$ cat src/hw/mm_pkg.sv
/* Shared dimensions, widths, element and beat types, sequencer states
   and the packed row-write and output-beat structs */
package mm_pkg;

    // Matrix geometry
    localparam int ELEM_WIDTH    = 16;                      // Q8.8 element
    localparam int FRAC_WIDTH    = 8;                       // Fraction bits
    localparam int CHUNK_SIZE    = 4;                       // Elements per beat
    localparam int INNER_DIM     = 4;                       // Shared dimension
    localparam int I_ROWS        = 8;                       // Rows of I
    localparam int W_ROWS        = 6;                       // Rows of W
    localparam int NUM_RESULTS   = I_ROWS * W_ROWS;         // 48 results
    localparam int NUM_OUT_BEATS = NUM_RESULTS / CHUNK_SIZE; // 12 beats
    localparam int WORD_WIDTH    = CHUNK_SIZE * ELEM_WIDTH; // 64-bit beat

    // Buffer sizes
    localparam int I_FIFO_DEPTH  = 16;                      // Two I problems
    localparam int W_FIFO_DEPTH  = 8;                       // One W problem plus slack
    localparam int O_FIFO_DEPTH  = 16;                      // One full result set

    typedef logic signed [ELEM_WIDTH-1:0]     elem_t;       // Signed Q8.8
    typedef logic [WORD_WIDTH-1:0]            word_t;       // One stream beat
    typedef logic [$clog2(I_ROWS)-1:0]        i_addr_t;     // I row index
    typedef logic [$clog2(W_ROWS)-1:0]        w_addr_t;     // W row index
    typedef logic [$clog2(NUM_OUT_BEATS)-1:0] beat_cnt_t;   // Output beat index

    typedef enum logic [1:0]
    {
        SEQ_IDLE,   // Wait for both operand sets
        SEQ_LOAD,   // Pop rows into core stores
        SEQ_START,  // One-cycle start
        SEQ_RUN     // Wait for core done
    } seq_state_t;

    typedef struct packed
    {
        logic    en;    // Write strobe
        i_addr_t addr;  // Target row
        word_t   data;  // Row payload
    } i_row_wr_t;

    typedef struct packed
    {
        logic    en;
        w_addr_t addr;
        word_t   data;
    } w_row_wr_t;

    typedef struct packed
    {
        logic  last;    // Final beat of a result set
        word_t data;    // Four packed results
    } out_beat_t;

endpackage

$ cat src/hw/load_sequencer.sv
/* Control FSM that waits for full operand sets in both input FIFOs,
   streams the rows into the core stores and starts the core */
`timescale 1ns/1ps

module load_sequencer (
    input  logic                                     aclk,
    input  logic                                     aresetn,
    // FIFO occupancy and head rows
    input  logic [$clog2(mm_pkg::I_FIFO_DEPTH+1)-1:0] i_count_i,
    input  logic [$clog2(mm_pkg::W_FIFO_DEPTH+1)-1:0] w_count_i,
    input  mm_pkg::word_t                            i_head_i,
    input  mm_pkg::word_t                            w_head_i,
    output logic                                     i_pop_o,
    output logic                                     w_pop_o,
    // Core store writes
    output mm_pkg::i_row_wr_t                        i_wr_o,
    output mm_pkg::w_row_wr_t                        w_wr_o,
    // Core handshake
    output logic                                     start_o,
    input  logic                                     done_i
);
    import mm_pkg::*;

    seq_state_t state;
    i_addr_t    row_cnt;         // Load cycle, also I row
    w_addr_t    w_idx;           // W row, saturates
    logic       operands_ready;

    // Both FIFOs hold one complete problem
    assign operands_ready = (i_count_i >= I_ROWS) && (w_count_i >= W_ROWS);

    // I pops on every load cycle, W only on the first W_ROWS
    assign i_pop_o = (state == SEQ_LOAD);
    assign w_pop_o = (state == SEQ_LOAD) && (row_cnt < W_ROWS);
    assign start_o = (state == SEQ_START);

    always_comb
    begin
        i_wr_o.en   = i_pop_o;      // Write the row being popped
        i_wr_o.addr = row_cnt;
        i_wr_o.data = i_head_i;
        w_wr_o.en   = w_pop_o;
        w_wr_o.addr = w_idx;
        w_wr_o.data = w_head_i;
    end

    always_ff @(posedge aclk)
    begin
        if (!aresetn)
        begin
            state   <= SEQ_IDLE;
            row_cnt <= '0;
            w_idx   <= '0;
        end
        else
        begin
            case (state)
                SEQ_IDLE:
                begin
                    if (operands_ready)
                        state <= SEQ_LOAD;
                end
                SEQ_LOAD:
                begin
                    row_cnt <= row_cnt + 1'b1;
                    if (w_idx != w_addr_t'(W_ROWS - 1))
                        w_idx <= w_idx + 1'b1;          // Hold on last W row
                    if (row_cnt == i_addr_t'(I_ROWS - 1))
                    begin
                        row_cnt <= '0;                  // Ready for next problem
                        w_idx   <= '0;
                        state   <= SEQ_START;
                    end
                end
                SEQ_START:
                begin
                    state <= SEQ_RUN;                   // Single start cycle
                end
                SEQ_RUN:
                begin
                    if (done_i)
                        state <= SEQ_IDLE;
                end
                default:
                begin
                    state <= SEQ_IDLE;
                end
            endcase
        end
    end

    // Pops never from an empty FIFO
    a_pop_legal : assert property (@(posedge aclk) disable iff (!aresetn)
        (i_pop_o -> i_count_i != '0) && (w_pop_o -> w_count_i != '0));

    // Core completion only after a start
    a_done_in_run : assert property (@(posedge aclk) disable iff (!aresetn)
        done_i |-> state == SEQ_RUN);

endmodule

$ cat config.mk
export PLATFORM = sky130hd
export DESIGN_NAME = load_sequencer
export DESIGN_NICKNAME = d
export VERILOG_FILES = /design/src/hw/mm_pkg.sv /design/src/hw/load_sequencer.sv
export SDC_FILE = /design/constraint.sdc
export NUM_CORES = 1
export LEC_CHECK = 0
export BUFFER_PORTS_ARGS = -buffer_cell sky130_fd_sc_hd__buf_2
export CORE_AREA = 2 2 110 112
export CTS_CLUSTER_DIAMETER = 120
export CTS_CLUSTER_SIZE = 10
export DETAILED_ROUTE_END_ITERATION = 12
export DIE_AREA = 0 0 112 114
export PLACE_DENSITY_LB_ADDON = 0.1
export SYNTH_ARGS = -nofsm -noshare
export SYNTH_HDL_FRONTEND = slang
export SYNTH_SLANG_ARGS = --single-unit
$ cat constraint.sdc
create_clock -name aclk -period 1.3 [get_ports aclk]
set_input_delay 0.13 -clock aclk [delete_from_list [all_inputs] [get_ports aclk]]
set_output_delay 0.13 -clock aclk [all_outputs]
set_load 0.01 [all_outputs]
After elaboration in Yosys (flattened, before gate mapping)
Cells that the tools add are included.
Word-level totals
  ROM bits: 0
  output and inout bits: 139
  word-level logic and storage cells: 29
  register bits: 8
  memory bits (writable): 0
  memories kept: 0
  bits in latches: 0
Operators by class
  shift-type cells: 0
  reduce and logical (&&, ||, !) cells: 6
  magnitude comparators: 3
  $mul: 0
  divide/modulo/power cells: 0
  muxes and demuxes: 7
  add/sub/neg operators: 2
  bitwise gates (word level): 0
  equality and inequality tests: 8
Operators by type and width (count)
  $mux 3: 3
  $pmux 2 s4: 1
  $add 3x1->3 const B: 2
  $mux 2: 3
  $ge 5x4->1 const B: 1
  $eq 2x2->1 const B: 2
  $ge 4x3->1 const B: 1
  $ne 2x2->1 const B: 2
  $eq 3x3->1 const B: 1
  $lt 3x3->1 const B: 1
  $ne 3x3->1 const B: 1
  $reduce_and 3->1: 1
  $eq 2x1->1 const B: 1
  $logic_and 1x1->1: 2
  $logic_not 2->1: 1
  $ne 2x1->1 const B: 1
  $reduce_and 2->1: 1
  $reduce_bool 2->1: 1

Logic depth before layout (Yosys ltp)
Gate-level depths: netlist (run 1).
  depth after elaboration: 4
  mapped depth: 7
  mapped depth without buffers: 6

Least setup slack after synthesis (run 1)
OpenSTA, ideal clock, no wires.
  path type: flip-flop to output port
  start: reg state[1]
  end: out w_wr_o[67] in the netlist's numbering
  data required time: 1.170 ns
  cell stages (with the launch flop): 6
  slack: -0.204 ns
  buffers on the path: 2
  data arrival time: 1.374 ns
  cell sequence: dfxtp_1 -> inv_1 -> ha_1 -> buf_6 -> a21boi_0 -> buf_4
Between the ends
  longest elaborated chain between the ends: 2
Ends and longest elaborated chain
  start, declared: line load_sequencer.sv:24  | seq_state_t state;
  start signal, assigned: line load_sequencer.sv:51  | state <= SEQ_IDLE;
  start signal, assigned: line load_sequencer.sv:61  | state <= SEQ_LOAD;
  start signal, assigned: line load_sequencer.sv:72  | state <= SEQ_START;
  $eq 2x1->1
  named net i_pop_o: line load_sequencer.sv:13  | output logic i_pop_o,
  $logic_and 1x1->1: line load_sequencer.sv:34  | assign w_pop_o = (state == SEQ_LOAD) && (row_cnt < W_ROWS);
  end, declared: line load_sequencer.sv:17  | output mm_pkg::w_row_wr_t w_wr_o,
The timed path passes the listed nets, and every way through them passes these cells.

Worst setup path in the final report (run 1)
  start: reg state[0]
  end: out w_pop_o
Between the ends
  longest elaborated chain between the ends: 2
Ends and longest elaborated chain
  $eq 2x1->1: line load_sequencer.sv:34
  $logic_and 1x1->1: line load_sequencer.sv:34
  end, declared: line load_sequencer.sv:14  | output logic w_pop_o,
Every way passes these cells.

==> impl_metrics.toml, run 1 <==
[final_layout]
nets = 237
diodes = 0
fin_util_pct = 8.94
fin_cells = 234
area_growth_pct = -30.1
fin_area_um2 = 1050
drive_above_1_share_pct = 56.3

[routing]
drtAntennaViolNets = 0
wl_met1_um = 735
wl_um = 3150
routed.top_layer = "met4"
wl_met2_um = 1430
drt_iter0_drc = 11
wl_met3_um = 582
wl_per_cell_um = 13.4
vias = 638
drc = 0
via_per_inst = 2.73
drt-pass1-iter-count = 3

[synth]
syn_avg_cell_area_um2 = 8.05
ys_seq_elements = 8
async_flop_share_pct = 0
syn_inst = 186
synth_area_leaders = "buf_4 (65%), dfxtp_1 (11%), ha_1 (7.5%), mux2i_1 (3.3%), nor2b_1 (2.1%)"
synth_top_area_share_pct = 65.2
syn_area_um2 = 1500
synthMostInstantiatedCell = "buf_4"
synth_largest_area_cell = "buf_4"
ys_top_cells_by_count = "buf_4 (130), ha_1 (9), dfxtp_1 (8)"
seq_area_frac_synth_pct = 10.7
ys.flop_type = "dfxtp_1"
syn_nets = 335
ys.warnings.count = 0
synth_cell_types = 19
synth-edff-count = 0

[die]
die_area_um2 = 12800
die_w_um = 112
die-height_um = 114
io_pins = 279
core-area_um2 = 11700
start_util_pct = 12.8
rows = 40

[clock_tree]
h-tree-depth = 1
cts_root_buf = "clkbuf_16"
cts.sink_count = 8
worstSkewPairLatency_ns = 0.23
clk_path_buf_depth = 2
cts_tree = "done"
cts_buffers = 3
path_clk_slew_ns = 0.04

[placement]
dp_cells = 228
dp_hpwl_um = 2600
io_buffers = 18
gp_congestion = 0.632
placed_area_um2 = 912

[global_route]
grt_pass1_vias = 736
track_usage_pct = 4.77
grt_antenna_before_repair = 0
overflow = 0
grt_max_degree = 11
grt_pass1_wl_um = 4420

[run]
drv_cap = 0

[critical_path]
cp-start-kind = "flop"
crit_type = "flop to primary output"
cp_max_fo = 3
crit_arrival_ns = 1.26
end_kind = "primary output"
cp.required_ns = 1.17

[sta]
hold_viol = 0
fin_hold_ws_ns = 0.249
slew_viol_final = 0
fin_worst_skew_ns = 0.000405
worst_slack_ns = -0.0904
rsz0062_at_grt = "yes"
finalCritPeriodShare_pct = 107
worst_pin_slew_ns = 0.266
max_freq_mhz = 719
fin_crit_ns = 1.39
final-setup-viol-count = 4
fin_setup_tns_ns = -0.221
maxSlewHeadroom_pct = 82.3

[pwr]
power.density_nw_per_um2 = 1760
peakVddDrop_uv = 352
p_leak_uw = 0.000408

[run_status]
status = "complete, but fails checks"
violations = "negative setup slack"

[hold_path]
hold_path.class = "input port to flop"
-- area by class of cell --
type | instances | area, µm²
Fill cell | 1401 | 10700
Timing Repair Buffer | 29 | 189
Clock buffer | 4 | 78.8
Inverter | 5 | 21.3
Tap cell | 147 | 184
Sequential cell | 8 | 173
Multi-Input combinational cell | 41 | 402
-- logic make-up (layout without fill, tap and decap cells) --
logic type | Yosys count | count (layout) | synth area share, %
flops | 8 | 8 | 10.7
mux | 5 | 5 | 3.34
buf+inv | 137 | 38 | 67.4
compound gates | 10 | 10 | 4.43
simple gates | 17 | 17 | 6.60
fa+ha+maj | 9 | 9 | 7.52
-- stage by stage --
stage,total power [µW],setup WS [ns]
finish,1840,-0.0904
global route,2000,-0.125
CTS,1830,-0.107
detailed placement,1190,-0.0610
global placement,1200,-0.0807
floorplan,1300,0.0165
-- critical path, stage by stage, from the launching register on --
cell and delay, ns:
dfxtp_4 0.35, buf_12 0.12, ha_4 0.16, buf_6 0.11
a21boi_2 0.14, buf_2 0.14
-- timing repair --
action                     in CTS  in global routing
setup buffers                   2                  0
pin swaps                       1                  0
hold buffers                    0                  0
setup endpoints to repair       5                  9
resized for setup               4                  7
-- metal layers --
metal | global-route usage [%] | up-vias
li1 | - | 248
met1 | 2.89 | 281
met2 | 7.68 | 64
met3 | 3.61 | 45
met4 | 6.42 | 0
met5 | 0 | -
-- final timing paths --
path              slack, ns  depth (start not counted)       start          to
hold / removal         0.25                          2     aresetn  row_cnt[1]
hold reg to reg        0.49                          2    state[1]    state[1]
setup reg to reg      -0.03                          6  row_cnt[0]    state[1]
setup / recovery      -0.09                          5    state[0]     w_pop_o
-- registers in the layout, indices dropped and copies added, names as in the netlist --
| register | count |
|---|---|
| w_idx | 3 |
| state | 2 |
| row_cnt | 3 |
-- where the power goes --
group	internal, µW	switching (µW)	total (µW)
clock	411	139	550
sequential	325	70.3	395
combinational	478	417	894
-- cell usage in the layout, fill, tap and decap left out --
cell type / instances
buf_2: 18
buf_4: 9
nand2_1: 5
nor2b_1: 5
mux2i_1: 5
inv_1: 4
ha_1: 4
dfxtp_1: 4
nor2_1: 3
ha_4: 3
clkbuf_16: 3
dfxtp_4: 3
nor3b_1: 2
a21oi_1: 2
o21ai_0: 2
ha_2: 2
inv_4: 1
a21boi_2: 1
o21ai_2: 1
nand2b_4: 1
o21ai_4: 1
a211oi_2: 1
a211oi_4: 1
a21oi_2: 1
and3b_1: 1
clkbuf_1: 1
buf_6: 1
buf_12: 1
dfxtp_2: 1
Power figures use the tool's default switching activity.
==> run 2, diff against run 1 <==
Settings changed: ABC_AREA set to 1, CORE_AREA 2 2 110 112 to 2 2 107 109, DIE_AREA 0 0 112 114 to 0 0 109 111.
==> run 2 against run 1 <==
Net effect:
- the run now ends clean
- register-to-register slack improved by 0.14 ns
- final cell count up 6.0%
- flip-flop and latch count unchanged
- first-iteration DRC count rose by 36%
- final area is 5.3% lower
- total power increased by 6.4%
- sequential power rose by 3%
- clock power decreased by 6.0%
- worst hold slack got worse by 0.063 ns
- global-route usage is 0.34 points lower
- clock skew up 0.00098 ns
- critical path depth unchanged
==> impl_metrics.toml, run 2 <==
[sta]
rsz0062_at_grt = "no"
finalCritPeriodShare_pct = 95.2
fin_worst_skew_ns = 0.00138
final-setup-viol-count = 0
maxSlewHeadroom_pct = 88.1
fin_crit_ns = 1.24
worst_slack_ns = 0.0626
fin_setup_tns_ns = 0
worst_pin_slew_ns = 0.178
max_freq_mhz = 808
slew_viol_final = 0
hold_viol = 0

[synth]
synth_area_leaders = "buf_4 (65%), dfxtp_1 (11%), ha_1 (7.5%), nand2_1 (3.2%), inv_1 (3.0%)"
seq_area_frac_synth_pct = 10.6
synth-edff-count = 0
ys_top_cells_by_count = "buf_4 (130), nand2_1 (13), inv_1 (12)"
synth_cell_types = 14
synth_largest_area_cell = "buf_4"
syn_avg_cell_area_um2 = 7.41
ys.warnings.count = 0
async_flop_share_pct = 0
syn_nets = 352
synth_top_area_share_pct = 64.9
syn_inst = 203
syn_area_um2 = 1500
ys_seq_elements = 8
ys.flop_type = "dfxtp_1"
synthMostInstantiatedCell = "buf_4"

[clock_tree]
clk_path_buf_depth = 2
cts_hold_buf = 0
path_clk_slew_ns = 0.04
worstSkewPairLatency_ns = 0.23
cts_buffers = 3
cts_tree = "done"
h-tree-depth = 1
cts_root_buf = "clkbuf_16"
cts.sink_count = 8

[placement]
io_buffers = 18
dp_cells = 245
dp_hpwl_um = 2270
gp_congestion = 0.590
place_ws_ns = 0.000389

[critical_path]
timing.rr.end = "state[0]"
rr_startpoint = "row_cnt[1]"
crit_arrival_ns = 1.11
critPathTopFamily = "flip-flops"
cp-start-kind = "flop"
cp.required_ns = 1.17
critPathSlowestCell = "dfxtp_1"
slowest_delay_ns = 0.31
reg2reg_depth = 8
end_kind = "primary output"
crit_type = "flop to primary output"
crit_buf_inv = 3
reg2reg_slack_ns = 0.11
cp_max_fo = 4
path_cells = "inv_2 > ha_4 > inv_4 > a21oi_2 > buf_2"

[routing]
wl_um = 2700
drt-pass1-iter-count = 2
vias = 674
wl_per_cell_um = 10.9
drt_iter0_drc = 15
drtAntennaViolNets = 0
via_per_inst = 2.72
drc = 0

[final_layout]
fin_cells = 248
nets = 256
final_cell_mix = "buf_2 (18), nand2_1 (13), inv_1 (11), nor2_1 (11), buf_4 (11)"
diodes = 0
drive_above_1_share_pct = 45.7
fin_util_pct = 8.96
largest_registers = "row_cnt x3, w_idx x3, state x2"
layout_commonest_cell = "buf_2"
area_growth_pct = -34.0

[hold_path]
hold_path.class = "input port to flop"
hp-start = "aresetn"
holdPathStages = 3
hold_end = "state[0]"

[pwr]
p_leak_uw = 0.000455
power.density_nw_per_um2 = 1970
peakVddDrop_uv = 471
total_power_uw = 1960

[global_route]
track_usage_pct = 4.43
grt_antenna_before_repair = 0
grt_max_degree = 6
overflow = 0
grt_pass1_wl_um = 3880
grt_pass1_vias = 731

[run_status]
status = "finished, final reports clean"

[die]
io_pins = 279
die_area_um2 = 12100
rows = 39
start_util_pct = 13.6
die-height_um = 111
core-area_um2 = 11100
die_w_um = 109

[run]
drv_cap = 0
run 2: cell types whose count changed in the layout (fill, tap and decap cells not counted), sizes merged, moves of 2 or more:
cell   change
inv        +9
mux2i      -5
nand3      +3
a21oi      +4
nor2b      -5
o21ai      -2
nor3b      -2
nand2     +11
nor2      +10
run 2: layout make-up:
type	instances	area, µm²
fill	1291	10100
multi-input combinational	51	347
tap	143	179
timing repair buffer	29	173
sequential	8	164
clock buffer	3	75.1
inverter	14	55.1
run 2: worst reg2reg max path, stage by stage (launching register included):
cell and delay [ns]:
dfxtp_2 0.31, ha_2 0.19, ha_4 0.17, inv_1 0.06
nand2_2 0.06, nand2_2 0.06, inv_2 0.04, a21oi_1 0.13
nor2_1 0.05
run 2: logic make-up (layout without fill, tap and decap cells):
group | count (synthesis) | in the layout | share of synthesized area, %
AOI/OAI and AO/OA | 10 | 10 | 3.74
DFF | 8 | 8 | 10.6
adders and majority gates | 9 | 9 | 7.49
buffers and inverters | 144 | 46 | 68.4
and+or+nand+nor | 32 | 32 | 9.73
run 2: repair_timing:
action                                  in CTS  in global routing
endpoints found under the setup margin       5                  4
buffers inserted                             0                  0
gates resized for setup                      4                  5
pin swaps                                    0                  1
run 2: how the worst max path moves through the flow:
stage / from / end / slack, ns / cells after the start
floorplan: row_cnt[1] / state[1] / -0.004 / 9
global placement: row_cnt[0] / state[1] / -0.03 / 8
detailed placement: row_cnt[0] / state[1] / 0.0004 / 8
CTS: state[1] / w_wr_o[67] / 0.03 / 5
global route: row_cnt[1] / state[1] / 0.006 / 9
finish: state[1] / w_wr_o[67] / 0.06 / 5
run 2: metal layers:
| metal | vias up | wire length [µm] | GRT usage (%) |
|---|---|---|---|
| met2 | 48 | 1090 | 5.96 |
| met3 | 42 | 434 | 3.12 |
| met4 | 0 | 464 | 7.35 |
| met5 | - | 0 | 0 |
| li1 | 292 | - | - |
| met1 | 292 | 712 | 3.03 |
run 2: per-stage QoR:
| stage | hold slack, ns | cell area [µm²] |
|---|---|---|
| after floorplan | 0.251 | 1510 |
| after global placement | 0.260 | 886 |
| after detailed placement | 0.260 | 886 |
| after CTS | 0.182 | 975 |
| after global routing | 0.222 | 992 |
| final | 0.186 | 992 |
run 2: where the power goes:
group	switching, µW	leakage, µW	internal, µW	total (µW)
Combinational	559	0.000351	476	1040
Sequential	65.7	0.0000667	339	405
Clock	120	0.0000370	397	517
Total	745	0.000455	1210	1960
