## src/hw/stream_fifo.sv

```systemverilog
/* First-word-fall-through FIFO with valid/ready on both sides
   and an occupancy count */
`timescale 1ns/1ps

module stream_fifo #(
    parameter int DEPTH = 16,
    parameter int WIDTH = 64
) (
    input  logic                       aclk,
    input  logic                       aresetn,
    // Write side
    input  logic [WIDTH-1:0]           in_data_i,
    input  logic                       in_valid_i,
    output logic                       in_ready_o,
    // Read side, head word always presented
    output logic [WIDTH-1:0]           out_data_o,
    output logic                       out_valid_o,
    input  logic                       out_ready_i,
    output logic [$clog2(DEPTH+1)-1:0] count_o
);

    logic [WIDTH-1:0]         mem [DEPTH];  // Storage, no reset
    logic [$clog2(DEPTH)-1:0] wr_ptr;       // Next free slot
    logic [$clog2(DEPTH)-1:0] rd_ptr;       // Head slot
    logic                     push;
    logic                     pop;

    assign in_ready_o  = (count_o < DEPTH);     // Not full
    assign out_valid_o = (count_o != '0);      // Not empty
    assign out_data_o  = mem[rd_ptr];          // No read latency
    assign push        = in_valid_i && in_ready_o;
    assign pop         = out_valid_o && out_ready_i;

    always_ff @(posedge aclk)
    begin
        if (push)
            mem[wr_ptr] <= in_data_i;
    end

    always_ff @(posedge aclk)
    begin
        if (!aresetn)
        begin
            wr_ptr  <= '0;
            rd_ptr  <= '0;
            count_o <= '0;
        end
        else
        begin
            if (push)
                wr_ptr <= (wr_ptr == DEPTH - 1) ? '0 : wr_ptr + 1'b1; // Wrap at end
            if (pop)
                rd_ptr <= (rd_ptr == DEPTH - 1) ? '0 : rd_ptr + 1'b1;
            case ({push, pop})
                2'b10:   count_o <= count_o + 1'b1;  // Write only
                2'b01:   count_o <= count_o - 1'b1;  // Read only
                default: count_o <= count_o;         // Both or neither
            endcase
        end
    end

    // Occupancy bounded by storage and in step with the pointers
    a_count_bound : assert property (@(posedge aclk) disable iff (!aresetn)
        count_o <= DEPTH &&
        ((wr_ptr == rd_ptr) == (count_o == '0 || count_o == DEPTH)));

    // Stalled head holds its word
    a_head_stable : assert property (@(posedge aclk) disable iff (!aresetn)
        out_valid_o && !out_ready_i |=> out_valid_o && $stable(out_data_o));

endmodule

```

## config.mk

```make
export PLATFORM = sky130hd
export DESIGN_NAME = stream_fifo
export DESIGN_NICKNAME = d
export VERILOG_FILES = /design/src/hw/stream_fifo.sv
export SDC_FILE = /design/constraint.sdc
export NUM_CORES = 1
export LEC_CHECK = 0
export BUFFER_PORTS_ARGS = -buffer_cell sky130_fd_sc_hd__buf_2
export CAP_MARGIN = 20
export CORE_MARGIN = 4
export CORE_UTILIZATION = 30
export DETAILED_ROUTE_END_ITERATION = 10
export SLEW_MARGIN = 20
export SYNTH_ARGS = -nofsm -noshare
export SYNTH_HDL_FRONTEND = slang
export SYNTH_SLANG_ARGS = --single-unit
```

## constraint.sdc

```tcl
create_clock -name aclk -period 18 [get_ports aclk]
set_input_delay 0 -clock aclk [delete_from_list [all_inputs] [get_ports aclk]]
set_output_delay 0 -clock aclk [all_outputs]
set_load 0.05 [all_outputs]
```

-- Yosys cells after proc, flatten, opt, wreduce, memory -nomap -nowiden
Memory sizes are Yosys's and may differ from the RTL's. A register that Yosys moved wholly into a read port is not among the register bits.
Cells that the tools add are included.
- flip-flop bits (word level): 13
- memories kept: 1
- memory bits (writable): 1024
- output and inout port bits: 71
- $lt $le $gt $ge: 1
- eq/ne operators: 4
- $add $sub $neg: 4
- reduce and logical (&&, ||, !) cells: 4
- muxes and demuxes: 7
- memories (memory ; words ; bits a word ; read ports ; clocked after Yosys merged registers in ; wr ports ; RTL line ; source):
    mem ; 16 ; 64 ; 1 ; 1 ; 1 ; 22 ; logic [WIDTH-1:0] mem [DEPTH];
- operators by type and width (operator ; count):
    4-bit two-way mux ; 4
    5-bit case mux with 2 select lines ; 1
    4-bit by 1-bit adder with 4-bit output (second input constant) ; 2
    4-bit == test (second input constant) ; 2
    5-bit by 1-bit adder with 5-bit output (second input constant) ; 1
    5-bit < comparator (second input constant) ; 1
    5-bit nonzero test ; 1
    5-bit by 1-bit subtractor with 5-bit output (second input constant) ; 1
    2-bit by 1-bit == test with 1-bit output (second input constant) ; 1
    2-bit == test (second input constant) ; 1
    1-bit logical AND ; 2
    1-bit two-way mux ; 2
    2-bit nonzero test ; 1

-- Longest topological paths before layout
Gate-level depths: netlist of the first run.
- word-level depth: 4
- gate-level depth with buffers: 10
- gate-level depth less buffers: 10

-- Worst setup path after synthesis of the first run
OpenSTA, ideal clock, no wires.
- kind: reg-to-reg
- start point: reg count_o[4]
- end point: mem mem[7][0], enable pin
- arrival: 5.483 ns
- path slack: 11.953 ns
- cell stages (with the launch flop): 5
- buffers on the path: 1
- period minus slack after synthesis: 6.047 ns
- data required time: 17.435 ns
- path through: dfxtp_1 -> nor2b_1 -> clkbuf_1 -> inv_1 -> nor3_1
- word-level cells in the longest chain between the ends: 4
- RTL lines (what ; RTL line ; source):
    from (decl) ; 19 ; output logic [$clog2(DEPTH+1)-1:0] count_o
    from (signal assigned) ; 55 ; 2'b10: count_o <= count_o + 1'b1;
    from (signal assigned) ; 56 ; 2'b01: count_o <= count_o - 1'b1;
    from (signal assigned) ; 57 ; default: count_o <= count_o;
    5-bit < comparator ; 28 ; assign in_ready_o = (count_o < DEPTH);
    1-bit logical AND ; 31 ; assign push = in_valid_i && in_ready_o;
    1-bit two-way mux ; 36 ; if (push)
    1-bit two-way mux (not written as such) ; 37 ; mem[wr_ptr] <= in_data_i;
    to (decl) ; 22 ;
Every way passes these cells.

==> flow_metrics.py, run 1 <==
metrics = {
    "status": {
        "status": "completed",
    },
    "clocking": {
        "insertion_delay_ns": 0.67,
        "post_cts_buffers": 0,
        "tritoncts": "built",
        "cts_buffer_depth": 3,
        "root_buffer": "clkbuf_16",
        "cts_resized": 0,
        "postCtsHoldBufs": 68,
        "clkSlewWorstSetupHoldPaths_ns": 0.06,
        "cts_buffers": 103,
        "cts_sinks": 1041,
        "cts-htree-levels": 3,
    },
    "drt": {
        "vias_per_cell": 4.90,
        "drt-total-wl_um": 95100,
        "drc": 0,
        "num_vias": 18516,
        "drt-pass1-iter-count": 5,
        "postRouteAntennaNets": 0,
        "wl_per_cell_um": 25.2,
        "drt_iter0_markers": 1854,
    },
    "synthesis": {
        "synthesis.nets": 1763,
        "synth_top_area_share": 0.784,
        "syn_inst": 1686,
        "synth_edf_count": 1024,
        "ys_types": 41,
        "ys_seq_area_frac": 0.793,
        "yosysTopAreaCell": "edfxtp_1",
        "synth_ff_type": "edfxtp_1",
        "synthArstFlopShare": 0,
        "synth_area_leaders": "edfxtp_1, mux4_2, a22oi_1, dfxtp_1, nand2_1",
        "synth-seq-cells": 1041,
        "avgSynthCellArea_um2": 23.3,
        "yosys.cell_count.top_type": "edfxtp_1",
        "synth_area_mm2": 0.0392,
        "yosysWarnings": 0,
        "synth_commonest_cells": "edfxtp_1, mux4_2, a22oi_1",
    },
    "final_layout": {
        "stdcell_count": 3778,
        "nets": 2029,
        "area_growth_pct": 18.0,
        "fill_cells": 11811,
        "drive_gt1_frac": 0.307,
    },
    "min_path": {
        "worst_hold_path.num_cells": 2,
        "hp-class": "primary input to flop",
    },
    "placement": {
        "dp_worst_setup_slack_ns": 13.93,
        "dp_hpwl_um": 49300,
        "io_buffers": 138,
        "gp_congestion": 0.685,
        "dp_cells": 3519,
    },
    "setup_path": {
        "critPathMaxFanout": 71,
        "slowest_stage": "dfxtp_4",
        "crit_cells": 6,
        "critical_path_class": "flop to output port",
        "crit_buf_inv": 3,
        "arrival_ns": 4.75,
        "max_stage_delay_ns": 0.95,
        "worstPathRequired_ns": 18.00,
        "rr_worst_depth": 4,
        "cp_common_cell": "buf_4",
        "end_kind": "output port",
        "crit_family": "buffers and inverters",
        "crit_chain": "buf_4, buf_4, mux4_2, a22oi_1, nand2_1, buf_2",
        "startpoint_type": "flop",
    },
    "global_route": {
        "grt_pass1_vias": 19617,
        "overflow": 0,
        "antenna_found_initial": 15,
        "grt_pass1_wl_um": 137000,
        "track_usage": 0.138,
        "grt_max_degree": 121,
    },
    "pwr": {
        "power.leakage_uw": 0.0143,
        "ir_drop_mv": 0.0974,
        "power_density_mw_per_mm2": 132,
    },
    "timing": {
        "fmax_ghz": 0.211,
        "post-route-min-period_ns": 4.74,
        "layout_worst_path_cycle_share": 0.264,
        "slew_headroom": 0.268,
        "finClkSkew_ns": 0.0212,
        "setup_viol": 0,
        "rsz0062_at_grt": "no",
        "drv_slew": 0,
        "finalWorstSetupSlack_ns": 13.26,
        "worst_pin_slew_ns": 1.10,
        "hold_violations": 0,
        "finalSetupTns_ns": 0,
    },
    "floorplan": {
        "core-area_mm2": 0.130,
        "row_count": 132,
        "ios": 139,
        "start_util": 0.303,
        "fp.dieH_um": 370,
        "fp.dieArea_mm2": 0.137,
        "die_x_um": 370,
    },
    "run": {
        "maxCapViolations": 0,
    },
}
==> state kept, by name (all words and copies together), names as in the netlist, named ones only <==
register,flops
count_o,5
mem,1024
rd_ptr,4
wr_ptr,4
==> power breakdown <==
| group | leakage (µW) | total, µW | switching [µW] | internal (µW) |
|---|---|---|---|---|
| registers | 0.00938 | 2760 | 35.8 | 2730 |
| logic | 0.00327 | 1210 | 742 | 471 |
| clock network | 0.00165 | 2160 | 901 | 1250 |
| total | 0.0143 | 6130 | 1680 | 4450 |
==> placed cells by master (no fill, tap or decap), types with 17 or more instances in the layout <==
cell	synthesis	routed
nand2_1	77	77
buf_2	14	138
clkbuf_1	45	17
edfxtp_1	1024	1024
mux4_2	256	256
clkbuf_16	0	105
a22oi_1	128	128
dlygate4sd3_1	0	68
clkinv_2	0	17
buf_4	5	41
==> final timing paths <==
path	start	end	slack [ns]
worst max-delay path	flop	out_data_o[8]	13.26
worst min-delay path	in_data_i[16]	mem[12][16]	0.25
worst max register to register	count_o[4]	mem[9][12]	14.40
worst min register to register	wr_ptr[1]	wr_ptr[1]	0.53
==> area by class of cell <==
type | count | area (µm²) | share of cell area
Clock inverter | 60 | 708 | 0.0153
Clock buffer | 124 | 2720 | 0.0588
Timing Repair Buffer | 251 | 1770 | 0.0381
Antenna cell | 5 | 12.5 | 0.000270
Inverter | 6 | 22.5 | 0.000487
Tap cell | 1742 | 2180 | 0.0471
Multi-Input combinational cell | 549 | 7770 | 0.168
Sequential cell | 1041 | 31100 | 0.672
==> cell families after synthesis <==
family | share of synthesized area
and+or+nand+nor | 0.0153
muxes | 0.147
DFF | 0.793
adders and majority gates | 0.00287
xor gates and xnor gates | 0.00112
buffers and inverters | 0.0126
AOI/OAI and AO/OA | 0.0280
==> stage by stage <==
| stage | hold slack, ns | area, µm² | total power [µW] | util |
|---|---|---|---|---|
| final | 0.247 | 46300 | 6130 | 0.357 |
| after global routing | 0.247 | 46300 | 6390 | 0.357 |
| after CTS | 0.201 | 46200 | 6220 | 0.356 |
| after detailed placement | 0.384 | 42100 | 4040 | 0.325 |
| after global placement | 0.350 | 42100 | 4010 | 0.325 |
| after floorplan | 0.0989 | 39200 | 3740 | - |
==> worst reg2reg max path: stages, from the launching register on <==
cell	delay [ns]
dfxtp_1	0.37
nor2b_1	0.68
nand2_1	0.43
nor2_4	0.77
buf_4	0.89
==> layer usage <==
layer	track usage	up-vias	part of all wire
met5	0	-	0.00043
met1	0.185	10044	0.42
met3	0.0269	126	0.061
met2	0.229	579	0.50
met4	0.0364	6	0.018
li1	-	7761	-
Power figures use the tool's default switching activity.
==> run 2: changes to the inputs <==
- clock period: 18 -> 4 ns (I/O delays scaled with it)
==> flow_metrics.py, run 2 (synthesized netlist as in run 1, its figures left out) <==
metrics = {
    "drt": {
        "drt-pass1-iter-count": 6,
        "postRouteAntennaNets": 0,
        "wl_per_cell_um": 23.9,
        "drt_iter0_markers": 1720,
        "drc": 0,
        "drt-total-wl_um": 90900,
        "vias_per_cell": 4.84,
        "num_vias": 18365,
    },
    "final_layout": {
        "layout_common_cells": "edfxtp_1, mux4_2, buf_2",
        "stdcell_count": 3797,
        "area_growth_pct": 19.2,
        "layout_commonest_cell": "edfxtp_1",
        "layout.core_utilization": 0.361,
        "max_flop_register": "mem",
        "nets": 2040,
        "reg.largest.list": "mem (1024), count_o (5)",
        "largest_reg_flops": 1024,
        "drive_gt1_frac": 0.305,
    },
    "floorplan": {
        "row_count": 132,
        "die_x_um": 370,
        "ios": 139,
        "fp.dieArea_mm2": 0.137,
        "core-area_mm2": 0.130,
        "fp.dieH_um": 370,
        "start_util": 0.303,
    },
    "setup_path": {
        "cp_common_cell": "ha_1",
        "crit_chain": "or4_4, o21ai_2, inv_1, ha_1, xor2_1, ha_1, a21oi_1, a221oi_1, or4b_2, nand4_1",
        "critPathMaxFanout": 9,
        "critPathLaunch": "count_o[1]",
        "end_kind": "flop",
        "worstReg2RegStart": "count_o[1]",
        "arrival_ns": 3.95,
        "critical_path_class": "flop to flop",
        "max_stage_delay_ns": 0.64,
        "startpoint_type": "flop",
        "worstPathRequired_ns": 4.59,
        "slowest_stage": "or4b_2",
        "rr_worst_depth": 10,
    },
    "clocking": {
        "cts-htree-levels": 3,
        "tritoncts": "built",
        "cts_buffers": 103,
        "cts_sinks": 1041,
        "cts_buffer_depth": 3,
        "cts_resized": 0,
        "clkSlewWorstSetupHoldPaths_ns": 0.06,
        "insertion_delay_ns": 0.67,
        "root_buffer": "clkbuf_16",
    },
    "timing": {
        "post-route-min-period_ns": 3.36,
        "drv_slew": 0,
        "hold_violations": 0,
        "layout_worst_path_cycle_share": 0.840,
        "slew_headroom": 0.416,
        "setup_viol": 0,
        "worst_pin_slew_ns": 0.873,
        "rsz0062_at_grt": "no",
        "finClkSkew_ns": 0.0260,
        "fmax_ghz": 0.298,
    },
    "pwr": {
        "power.leakage_uw": 0.0144,
        "power_density_mw_per_mm2": 594,
        "ir_drop_mv": 0.356,
    },
    "placement": {
        "dp_cells": 3532,
        "dp_hpwl_um": 50000,
        "io_buffers": 138,
        "gp_congestion": 0.710,
    },
    "global_route": {
        "overflow": 0,
        "grt_pass1_vias": 19751,
        "grt_pass1_wl_um": 134000,
        "antenna_found_initial": 6,
        "grt_max_degree": 76,
        "track_usage": 0.133,
    },
    "min_path": {
        "worst_hold_path.num_cells": 2,
        "min_from": "in_data_i[57]",
        "hp-class": "primary input to flop",
    },
    "status": {
        "status": "completed",
    },
    "run": {
        "maxCapViolations": 0,
    },
}
[run 2: what timing repair did]
item                       in CTS  in global routing
hold buffers                   68                  0
setup endpoints to repair       0                  0
hold endpoints to repair     1041                  0
setup buffers                   0                  0
[run 2: final cells by class]
class | instances | area (µm²)
flip-flops and latches | 1041 | 31100
repair buffers | 262 | 2170
clock buffers | 126 | 2750
fillers | 11685 | 82900
inverters | 6 | 22.5
clock inverters | 66 | 711
diodes | 5 | 12.5
well taps | 1742 | 2180
multi-input cells | 549 | 7800
[run 2: final timing paths]
| kind | slack [ns] | end |
|---|---|---|
| worst max-delay path | 0.64 | count_o[4] |
| worst max register to register | 0.64 | count_o[4] |
| worst min-delay path | 0.25 | mem[7][57] |
| worst min register to register | 0.53 | wr_ptr[1] |
[run 2: critical path: cells and delay by family, from the launching register on]
kind | cells | cell delay [ns]
compound gates | 3 | 0.73
buf+inv | 1 | 0.11
fa+ha+maj | 2 | 0.54
xor+xnor | 1 | 0.18
simple gates | 3 | 1.34
flops | 1 | 0.39
[run 2: where the power goes]
group	switching, µW	internal, µW
Clock	4000	5740
Sequential	214	12300
Combinational	3340	2210
Total	7560	20200
[run 2: metrics by stage]
| step | total power (µW) | setup TNS [ns] | hold slack [ns] | setup WS (ns) | instance area, µm² |
|---|---|---|---|---|---|
| after floorplan | 16800 | -171.56 | 0.0989 | -0.254 | 39300 |
| after global placement | 18300 | 0 | 0.357 | 0.876 | 42600 |
| after detailed placement | 18400 | 0 | 0.377 | 0.754 | 42600 |
| after CTS | 28200 | 0 | 0.214 | 0.613 | 46700 |
| after global routing | 28900 | 0 | 0.251 | 0.477 | 46700 |
| final | 27800 | 0 | 0.247 | 0.640 | 46700 |
[run 2: per-layer routing]
| metal | part of all wire | routed length, µm | global-route usage |
|---|---|---|---|
| met1 | 0.42 | 38100 | 0.175 |
| met2 | 0.51 | 46700 | 0.231 |
| met3 | 0.050 | 4530 | 0.0227 |
| met4 | 0.017 | 1570 | 0.0304 |
| met5 | 0 | 0 | 0 |
==> run 3: changes to the inputs <==
- clock period: 4 -> 2.83 ns (I/O delays scaled with it)
==> flow_metrics.py, run 3 (synthesized netlist as in run 1, its figures left out) <==
metrics = {
    "floorplan": {
        "start_util": 0.303,
        "core-area_mm2": 0.130,
        "fp.dieH_um": 370,
        "die_x_um": 370,
        "ios": 139,
        "fp.dieArea_mm2": 0.137,
        "row_count": 132,
    },
    "pwr": {
        "p_switching_uw": 10800,
        "sequentialPowerShare": 0.444,
        "switching_share": 0.274,
        "clkPwrFrac": 0.334,
        "power.leakage_uw": 0.0148,
        "ir_drop_mv": 0.699,
        "p_comb_frac": 0.222,
        "p_int_uw": 28600,
        "finalPower_uw": 39400,
        "power_density_mw_per_mm2": 827,
    },
    "timing": {
        "finalSetupTns_ns": 0,
        "hold_violations": 0,
        "setup_viol": 0,
        "post-route-min-period_ns": 2.76,
        "finalWorstSetupSlack_ns": 0.0722,
        "fmax_ghz": 0.363,
        "rsz0062_at_grt": "yes",
        "finClkSkew_ns": 0.0284,
        "drv_slew": 0,
        "worst_pin_slew_ns": 0.882,
        "slew_headroom": 0.411,
        "layout_worst_path_cycle_share": 0.975,
        "whs_ns": 0.264,
    },
    "setup_path": {
        "crit_family": "simple AND/OR/NAND/NOR gates",
        "worstPathRequired_ns": 3.42,
        "startpoint_type": "flop",
        "end_kind": "flop",
        "crit_chain": "or4_4, o21ai_4, inv_1, ha_2, ha_1, nor3b_2, a221oi_2, or4b_2, nand4_1",
        "critical_path_class": "flop to flop",
        "slowest_stage": "or4b_2",
        "critPathMaxFanout": 5,
        "arrival_ns": 3.35,
        "max_stage_delay_ns": 0.62,
        "crit_buf_inv": 1,
    },
    "drt": {
        "drt_iter0_markers": 1655,
        "met2_length_um": 46900,
        "drt-total-wl_um": 95800,
        "postRouteAntennaNets": 0,
        "top_layer_used": "met5",
        "num_vias": 18813,
        "drt-pass1-iter-count": 5,
        "drt-met1-wl_um": 42100,
        "route.met3.wl_um": 5500,
        "wl_per_cell_um": 24.9,
        "vias_per_cell": 4.89,
        "drc": 0,
    },
    "final_layout": {
        "nets": 2102,
        "reg.largest.list": "mem (1024), count_o (5)",
        "largest_reg_flops": 1024,
        "max_flop_register": "mem",
        "drive_gt1_frac": 0.334,
        "layout.core_utilization": 0.367,
        "layout_commonest_cell": "edfxtp_1",
        "area_growth_pct": 21.4,
        "layout_common_cells": "edfxtp_1, mux4_2, buf_2",
    },
    "clocking": {
        "cts_buffers": 103,
        "cts_sinks": 1041,
        "insertion_delay_ns": 0.67,
        "clkSlewWorstSetupHoldPaths_ns": 0.06,
        "root_buffer": "clkbuf_16",
        "cts-htree-levels": 3,
        "cts_buffer_depth": 3,
        "tritoncts": "built",
    },
    "status": {
        "status": "completed",
    },
    "placement": {
        "io_buffers": 138,
        "dp_worst_setup_slack_ns": -0.109,
        "gp_congestion": 0.720,
        "dp_hpwl_um": 52100,
    },
    "global_route": {
        "overflow": 0,
        "antenna_found_initial": 10,
        "track_usage": 0.139,
        "grt_pass1_vias": 20023,
        "grt_max_degree": 66,
        "grt_pass1_wl_um": 139000,
    },
    "min_path": {
        "hp-class": "primary input to flop",
    },
    "run": {
        "maxCapViolations": 0,
    },
}
## run 3: cell count changes in the layout (fill, tap and decap cells not counted), sizes merged
cell | previous run | this run
buf | 194 | 248
clkinv | 47 | 45
clkbuf | 126 | 127
inv | 9 | 10
clkinvlp | 3 | 4
diode | 5 | 6
bufbuf | 0 | 3
bufinv | 13 | 8
## run 3: final timing paths
| kind | start | end | slack [ns] | cells past startpoint |
|---|---|---|---|---|
| setup / recovery | count_o[1] | count_o[4] | 0.07 | 9 |
| hold / removal | in_data_i[56] | mem[6][56] | 0.26 | 2 |
| setup reg to reg | count_o[1] | count_o[4] | 0.07 | 9 |
| hold reg to reg | wr_ptr[1] | wr_ptr[1] | 0.52 | 2 |
## run 3: power groups by stage
stage | Clock (µW) | Combinational [µW] | Sequential, µW
4_1_cts | 13500 | 8780 | 17500
6_report | 13200 | 8750 | 17500
2_1_floorplan | 0 | 5870 | 17900
3_3_place_gp | 0 | 8150 | 17800
3_5_place_dp | 0 | 8290 | 17800
5_1_grt | 14200 | 9350 | 17500
## run 3: metrics by stage
step	instance area, µm²	std cells
2_1_floorplan	39300	1686
3_3_place_gp	43300	3579
3_5_place_dp	43300	3579
4_1_cts	47500	3840
5_1_grt	47600	3845
6_report	47600	3851
## run 3: layer usage
| metal | track usage | vias to the layer above |
|---|---|---|
| met3 | 0.0268 | 97 |
| li1 | - | 7923 |
| met5 | 0 | - |
| met2 | 0.228 | 532 |
| met4 | 0.0290 | 8 |
| met1 | 0.193 | 10253 |
## run 3: layout make-up
| class | instances | area, µm² |
|---|---|---|
| antenna | 6 | 15.0 |
| clock buffer | 122 | 2710 |
| clock inverter | 61 | 534 |
| fill | 11651 | 82000 |
| inverter | 6 | 22.5 |
| multi-input combinational | 549 | 7860 |
| sequential | 1041 | 31100 |
| tap | 1742 | 2180 |
| timing repair buffer | 324 | 3210 |
## run 3: timing repair
| item | 4_1_cts | 5_1_grt |
|---|---|---|
| cloned | 4 | 1 |
| setup buffers | 6 | 4 |
| endpoints found under the hold margin | 1041 | 0 |
| endpoints found under the setup margin | 48 | 26 |
| hold buffers | 68 | 0 |
| gates resized for setup | 16 | 28 |
| pin swaps | 0 | 1 |
## run 3: worst register-to-register path, cell delays in order (launching register included)
cell and delay (ns):
dfxtp_1 0.33, or4_4 0.57, o21ai_4 0.15, inv_1 0.07
ha_2 0.21, ha_1 0.28, nor3b_2 0.26, a221oi_2 0.10
or4b_2 0.62, nand4_1 0.10
